==> src/include/io_clk_macros.svh <==
`ifndef IO_CLK_MACROS_SVH
`define IO_CLK_MACROS_SVH

// divided tap count, fixed taps first
`define IO_CLK_NUM_DIV      8
`define IO_CLK_NUM_FIXED    4
`define IO_CLK_NUM_PROG     4

// counter wide enough for divide by 32
`define IO_CLK_CNT_W        5

// register map
`define IO_CLK_ADDR_SEL     1'b0   // tap select
`define IO_CLK_ADDR_RATIO   1'b1   // four ratio codes

// fixed taps, counter bit = log2(ratio) - 1
`define IO_CLK_TAP0_BIT     0      // div 2
`define IO_CLK_TAP1_BIT     1      // div 4
`define IO_CLK_TAP2_BIT     2      // div 8
`define IO_CLK_TAP3_BIT     3      // div 16

`endif

==> src/verilog/io_clk_pkg.sv <==
`include "io_clk_macros.svh"

package io_clk_pkg;

    // tap index, bit 2 set means programmable re-timed tap
    typedef logic [2:0] io_clk_sel_t;

    // ratio code c divides by 2**(c+1)
    typedef logic [1:0] clk_ratio_t;

    // code i in bits 2i+1:2i, belongs to tap 4+i
    typedef logic [`IO_CLK_NUM_PROG*2-1:0] clk_ratio_vec_t;

    typedef logic [`IO_CLK_CNT_W-1:0] div_cnt_t;

    // one level per divided tap
    typedef logic [`IO_CLK_NUM_DIV-1:0] div_taps_t;

    // config bus
    typedef logic       cfg_addr_t;
    typedef logic [7:0] cfg_data_t;

endpackage

==> src/verilog/io_clk_cfg_regs.sv <==
`timescale 1ns/1ps
`include "io_clk_macros.svh"

module io_clk_cfg_regs (
    input  logic                       divided_clk_src,
    input  logic                       rst_n,
    input  logic                       cfg_wr,
    input  io_clk_pkg::cfg_addr_t      cfg_addr,
    input  io_clk_pkg::cfg_data_t      cfg_wdata,
    input  io_clk_pkg::cfg_addr_t      cfg_rd_addr,
    output io_clk_pkg::cfg_data_t      cfg_rdata,
    output io_clk_pkg::io_clk_sel_t    clock_select,
    output logic                       clock_update,
    output io_clk_pkg::clk_ratio_vec_t divided_clk_sels
);

    import io_clk_pkg::*;

    logic sel_wr;
    logic ratio_wr;

    assign sel_wr   = cfg_wr && (cfg_addr == `IO_CLK_ADDR_SEL);
    assign ratio_wr = cfg_wr && (cfg_addr == `IO_CLK_ADDR_RATIO);

    // select register and update strobe
    always_ff @(posedge divided_clk_src) begin
        if (!rst_n) begin
            clock_select <= '0;
            clock_update <= 1'b0;
        end else begin
            clock_update <= sel_wr;   // high for one cycle after the write
            if (sel_wr) begin
                clock_select <= cfg_wdata[$bits(io_clk_sel_t)-1:0];
            end
        end
    end

    always_ff @(posedge divided_clk_src) begin
        if (!rst_n) begin
            divided_clk_sels <= '0;
        end else if (ratio_wr) begin
            divided_clk_sels <= cfg_wdata[$bits(clk_ratio_vec_t)-1:0];
        end
    end

    // readback
    always_comb begin
        if (cfg_rd_addr == `IO_CLK_ADDR_RATIO) begin
            cfg_rdata = cfg_data_t'(divided_clk_sels);
        end else begin
            cfg_rdata = cfg_data_t'(clock_select);   // zero-extended
        end
    end

endmodule

==> src/verilog/io_clk_div_bank.sv <==
`timescale 1ns/1ps
`include "io_clk_macros.svh"

module io_clk_div_bank (
    input  logic                       divided_clk_src,
    input  logic                       rst_n,
    input  logic                       clk_en,
    input  io_clk_pkg::clk_ratio_vec_t divided_clk_sels,
    output io_clk_pkg::div_taps_t      divided_clks
);

    import io_clk_pkg::*;

    div_cnt_t                    div_cnt;
    logic [`IO_CLK_NUM_FIXED-1:0] fixed_bits;
    logic [`IO_CLK_NUM_PROG-1:0]  prog_bits;

    // free-running, holds while clk_en is low
    always_ff @(posedge divided_clk_src) begin
        if (!rst_n) begin
            div_cnt <= '0;
        end else if (clk_en) begin
            div_cnt <= div_cnt + 1'b1;
        end
    end

    assign fixed_bits = {div_cnt[`IO_CLK_TAP3_BIT],
                         div_cnt[`IO_CLK_TAP2_BIT],
                         div_cnt[`IO_CLK_TAP1_BIT],
                         div_cnt[`IO_CLK_TAP0_BIT]};

    // code c picks counter bit c
    always_comb begin
        for (int i = 0; i < `IO_CLK_NUM_PROG; i++) begin
            prog_bits[i] = div_cnt[divided_clk_sels[i*$bits(clk_ratio_t) +: $bits(clk_ratio_t)]];
        end
    end

    // registered taps, a ratio change lands one cycle later
    always_ff @(posedge divided_clk_src) begin
        if (!rst_n) begin
            divided_clks <= '0;
        end else begin
            divided_clks <= {prog_bits, fixed_bits};
        end
    end

endmodule

==> src/verilog/io_clk_sel_buffer.sv <==
`timescale 1ns/1ps

module io_clk_sel_buffer (
    input  logic                    divided_clk_src,
    input  logic                    rst_n,
    input  logic                    clk_en,
    input  io_clk_pkg::div_taps_t   divided_clks,
    input  logic                    clock_update,
    input  io_clk_pkg::io_clk_sel_t clock_select,
    output logic                    target_clk
);

    import io_clk_pkg::*;

    io_clk_sel_t sel_latch;
    logic        retime_q;
    logic        sel_tap;

    // update lost if clk_en is low on the strobe
    always_ff @(posedge divided_clk_src) begin
        if (!rst_n) begin
            sel_latch <= '0;
        end else if (clock_update && clk_en) begin
            sel_latch <= clock_select;
        end
    end

    assign sel_tap = divided_clks[sel_latch];

    // re-timed copy for the programmable taps
    always_ff @(posedge divided_clk_src) begin
        if (!rst_n) begin
            retime_q <= 1'b0;
        end else if (clk_en) begin
            retime_q <= sel_tap;
        end
    end

    // taps 0..3 pass straight through
    always_comb begin
        casez (sel_latch)
            3'b001:  target_clk = divided_clks[1];
            3'b010:  target_clk = divided_clks[2];
            3'b011:  target_clk = divided_clks[3];
            3'b1??:  target_clk = retime_q;   // one enabled cycle late
            default: target_clk = divided_clks[0];
        endcase
    end

endmodule

==> src/verilog/io_clk_gen.sv <==
`timescale 1ns/1ps

module io_clk_gen (
    input  logic                  divided_clk_src,
    input  logic                  rst_n,
    input  logic                  clk_en,
    input  logic                  cfg_wr,
    input  io_clk_pkg::cfg_addr_t cfg_addr,
    input  io_clk_pkg::cfg_data_t cfg_wdata,
    input  io_clk_pkg::cfg_addr_t cfg_rd_addr,
    output io_clk_pkg::cfg_data_t cfg_rdata,
    output logic                  target_clk
);

    import io_clk_pkg::*;

    io_clk_sel_t    clock_select;
    logic           clock_update;
    clk_ratio_vec_t divided_clk_sels;
    div_taps_t      divided_clks;

    io_clk_cfg_regs i_cfg_regs (
        .divided_clk_src  (divided_clk_src),
        .rst_n            (rst_n),
        .cfg_wr           (cfg_wr),
        .cfg_addr         (cfg_addr),
        .cfg_wdata        (cfg_wdata),
        .cfg_rd_addr      (cfg_rd_addr),
        .cfg_rdata        (cfg_rdata),
        .clock_select     (clock_select),
        .clock_update     (clock_update),
        .divided_clk_sels (divided_clk_sels)
    );

    io_clk_div_bank i_div_bank (
        .divided_clk_src  (divided_clk_src),
        .rst_n            (rst_n),
        .clk_en           (clk_en),
        .divided_clk_sels (divided_clk_sels),
        .divided_clks     (divided_clks)
    );

    io_clk_sel_buffer i_sel_buffer (
        .divided_clk_src  (divided_clk_src),
        .rst_n            (rst_n),
        .clk_en           (clk_en),
        .divided_clks     (divided_clks),
        .clock_update     (clock_update),
        .clock_select     (clock_select),
        .target_clk       (target_clk)
    );

endmodule

==> config.mk <==
export PLATFORM = sky130hd
export DESIGN_NAME = io_clk_gen
export DESIGN_NICKNAME = d
export VERILOG_FILES = /design/src/verilog/io_clk_pkg.sv /design/src/verilog/io_clk_cfg_regs.sv /design/src/verilog/io_clk_div_bank.sv /design/src/verilog/io_clk_sel_buffer.sv /design/src/verilog/io_clk_gen.sv
export VERILOG_INCLUDE_DIRS = /design/src /design/src/include
export SDC_FILE = /design/constraint.sdc
export NUM_CORES = 1
export LEC_CHECK = 0
export ABC_AREA = 1
export BUFFER_PORTS_ARGS = -buffer_cell sky130_fd_sc_hd__clkbuf_2
export CORE_MARGIN = 3
export CORE_UTILIZATION = 45
export CTS_CLUSTER_SIZE = 16
export DETAILED_ROUTE_END_ITERATION = 8
export PLACE_DENSITY = 0.66
export SYNTH_ARGS = -nofsm -noshare
export SYNTH_HDL_FRONTEND = slang
export SYNTH_SLANG_ARGS = --single-unit
==> constraint.sdc <==
create_clock -name divided_clk_src -period 1.02 [get_ports divided_clk_src]
set_input_delay 0.204 -clock divided_clk_src [delete_from_list [all_inputs] [get_ports divided_clk_src]]
set_output_delay 0.204 -clock divided_clk_src [all_outputs]
set_load 0.005 [all_outputs]
== Yosys cells after proc, flatten, opt, wreduce, memory -nomap -nowiden ==
Index checks and enable logic that the tools add are counted.

* Equal/unequal tests: 3
* Mux-type cells: 12
* Order comparisons: 5
* Bitwise operators: 1
* $add $sub $neg: 1
* Reduce and logical (&&, ||, !) cells: 3

{| class="wikitable"
|+ Operator list
! kind !! count
|-
| 2-bit by 4-bit less-than comparator with 1-bit output, second input constant || 4
|-
| 1-bit binary-select mux with 2-bit select || 4
|-
| 8-bit 2-to-1 mux || 1
|-
| 3-bit by 2-bit == test with 1-bit output, second input constant || 2
|-
| 5-bit by 1-bit adder with 5-bit output, second input constant || 1
|-
| 1-bit 2-to-1 mux || 5
|-
| 3-bit by 4-bit less-than comparator with 1-bit output, second input constant || 1
|-
| 1-bit one-hot mux with 4 select lines || 1
|-
| 1-bit binary-select mux with 3-bit select || 1
|-
| 3-bit by 1-bit == test with 1-bit output, second input constant || 1
|-
| 1-bit logical AND || 3
|-
| 1-bit inverter || 1
|}

* Register bits: 29

== Logic depth before layout (Yosys ltp) ==
* Depth in word-level cells: 2
* Depth in mapped cells: 7
* Gate-level depth less buffers: 7

== Modules after synthesis ==
A second synthesis with hierarchy kept.

* Cell total of the unflattened synthesis: 199
* Area, all modules: 1,345.0 um2

{| class="wikitable"
|+ By module, submodules not included
! module !! area an instance (um2) !! times used !! cells an instance
|-
| io_clk_cfg_regs || 544.3 || 1 || 79
|-
| io_clk_div_bank || 525.5 || 1 || 79
|-
| io_clk_sel_buffer || 275.3 || 1 || 41
|}

== Worst setup path before layout ==
Ideal clock, no wire load.

* Kind: reg2out
* Start point: register i_sel_buffer.sel_latch[0]
* End point: output port target_clk
* Data arrival time: 0.798 ns
* Cell stages (with the launch flop): 7
* Slack: 0.018 ns
* Cells stage by stage: dfxtp_1 inv_2 nand2_1 nand2_1 nand2_1 a21oi_1 a21o_1

* Word-level cells in the longest chain between the ends: 2
* Elaborated cells on any way between the ends: 4
* Classes of those cells: 3 x eq/ne; 1 x mux

{| class="wikitable"
|+ Ends and longest elaborated chain
! item !! line !! RTL
|-
| start, declared || io_clk_sel_buffer.sv:15 || <nowiki>io_clk_sel_t sel_latch;</nowiki>
|-
| start signal, assigned || io_clk_sel_buffer.sv:24 || <nowiki>sel_latch <= clock_select;</nowiki>
|-
| 3-bit by 2-bit == test with 1-bit output or 3-bit by 1-bit == test with 1-bit output (tied branches) || io_clk_sel_buffer.sv:41 || <nowiki>casez (sel_latch)</nowiki>
|-
| 1-bit one-hot mux with 4 select lines (*) || io_clk_sel_buffer.sv:41 ||
|-
| end, declared || io_clk_gen.sv:12 || <nowiki>output logic target_clk</nowiki>
|}

Every way passes the cells marked *; elsewhere a longest branch is shown, timed or not.

== Worst setup path after layout ==
Ends and elaborated chain as after synthesis.

==> out/metrics.csv <==
metric,value,unit
violations,negative setup slack,
setup_viol,10,
drt_wl_total,3030,µm
cts_hold_buf,0,
synth_commonest_cells,"a21oi_1 (30), dfxtp_1 (28), inv_1 (28), o21ai_0 (25), nand2_1 (22)",
ir_worst_vdd,1.06,mV
clock-sinks,28,
cts_made_buffers,3,
syn-instance-count,165,
clock_path_buffers,2,
yosysMostFrequentCell,a21oi_1,
drive_gt1_share,42.4,%
num_vias,1210,
grt_usage,18.7,%
drt_iter0_drc,18,
synth_seq_cells,28,
via_per_inst,5.04,
fin_crit_sh,146,%
die_h,57.5,µm
crit_top_cell,nand2_2,
grt_max_degree,16,
antenna_cells,0,
clockRootBuffer,clkbuf_4,
gp_congestion,0.751,
synth_edf_count,0,
nets,226,
die_area,3300,µm²
final_max_slew_viol_count,0,
min_period,1490,ps
postSynthNetCount,180,
fin_skew,6.15,ps
syn2layout_area_growth,35.5,%
netlist_area,1190,µm²
setup_slack,-470,ps
seq_area_frac_synth,47.0,%
synth_top_area_cell,dfxtp_1,
row_count,18,
first_pass_iters,4,
async_flop_share,0,%
power,2.11,mW
rsz0062_at_grt,true,
grt_pass1_vias,1160,
avgSynthCellArea,7.23,µm²
setup_tns,-1260,ps
hpwlAfterDp,1970,µm
num-fill-cells,230,
ys_warn_count,0,
crit_arrival,1290,ps
crit_fanout,4,
synth_area_leaders,"dfxtp_1 (47%), a21oi_1 (13%), o21ai_0 (10%)",
ioPinCount,23,
grt_antenna_before_repair,0,
drc_errors,0,
crit_required,820,ps
grt_first_pass_wirelength,4930,µm
start_util,47.7,%
path_clk_slew,150,ps
core_area,2500,µm²
globalRoute.totalOverflow,0,
max_freq,671,MHz
wire_per_inst,12.6,µm
clk_latency,320,ps
hold_class,in -> reg,
critPathLaunchType,register,
slew_headroom,71.8,%
synth_ff_type,dfxtp_1,
portBuffers,22,
leakage,0.773,nW
ys_types,18,
status,finished with violations,
post-place-ws,-160,ps
crit_chain,inv_4 > nand2_2 > nand2_2 > nand2_2 > a21oi_2 > a21o_1 > clkbuf_2,
crit_slowest_cell,dfxtp_4,
endpoint_kind,output port,
worstMarginPinSlew,423,ps
crit_path_max_incr_delay,390,ps
die_width,57.5,µm
drv_cap,0,
critPathKind,reg -> out,
p_per_area,1310,nW/µm²
hold_viol_final,0,
htree_levels,1,
ant_nets,0,
synth_top_area_share,47.0,%
cts_tree,built,
==> critical path: cells and delay by family, from the launching register on <==
kind	cells	cell delay [ps]
and+or+nand+nor	3	180
buffers and inverters	2	160
DFF	1	390
AOI/OAI and AO/OA	2	240
==> cell families after synthesis <==
| logic type | share of synthesized area (%) |
|---|---|
| buffers and inverters | 10.9 |
| AO/OA/AOI/OAI | 24.4 |
| flip-flops | 47.0 |
| AND/OR/NAND/NOR | 15.8 |
| XOR/XNOR | 0.735 |
| adder cells (fa/ha/maj) | 1.05 |
==> final timing paths <==
kind,startpoint,endpoint,slack [ps],cells after the start
setup / recovery,i_sel_buffer.sel_latch[0],target_clk,-470,7
hold / removal,cfg_wdata[2],i_cfg_regs.clock_select[2],110,3
hold reg to reg,i_div_bank.div_cnt[1],i_div_bank.divided_clks[1],470,2
setup reg to reg,i_sel_buffer.sel_latch[0],i_sel_buffer.retime_q,-30,8
==> sequential cells by signal, summed over array words and instances, names as in the netlist <==
signal                       flops
i_cfg_regs.divided_clk_sels      8
i_cfg_regs.clock_select          3
i_cfg_regs.clock_update          1
i_div_bank.divided_clks          8
i_sel_buffer.sel_latch           3
i_sel_buffer.retime_q            1
i_div_bank.div_cnt               4
==> cell type report <==
class                      instances  area [µm²]  area share, %
timing repair buffer              45         295           18.3
inverter                          29         111           6.89
clock buffer                       4        36.3           2.25
multi-input combinational        104         554           34.3
sequential                        28         581           35.9
tap                               30        37.5           2.32
==> metrics by stage <==
stage	instances	utilization, %	area [µm²]	hold WS (ps)
2_1_floorplan	165	-	1190	297
4_1_cts	237	62.1	1550	122
5_1_grt	240	64.6	1620	119
3_5_place_dp	221	55.7	1390	441
6_report	240	64.6	1620	112
3_3_place_gp	221	55.7	1390	444
==> timing repair <==
item / CTS / global route
cloned: 0 / 0
endpoints found under the hold margin: 0 / 0
pin swaps: 4 / 7
setup endpoints to repair: 10 / 16
buffers inserted: 12 / 4
gates resized for setup: 21 / 24
==> power breakdown <==
group | switching [mW] | internal (mW)
combinational | 0.200 | 0.179
clock | 0.316 | 0.218
sequential | 0.0387 | 1.16
total | 0.555 | 1.56
==> per-layer routing <==
layer	GRT usage [%]	share of wire, %	wire, µm
met4	2.98	0.63	19
met1	22.5	43	1320
met3	3.17	3.7	112
met5	0	0	0
met2	34.8	52	1590
==> placed cells by master (no fill, tap or decap), drive strengths merged <==
cell type,n
o21ai,25
clkbuf,22
inv,29
buf,27
nand2,23
nand3,4
nand4,1
xor2,1
dfxtp,28
a21oi,31
nor2,17
ha,1
a21o,1
No activity file was read; power rests on OpenSTA's default activity.
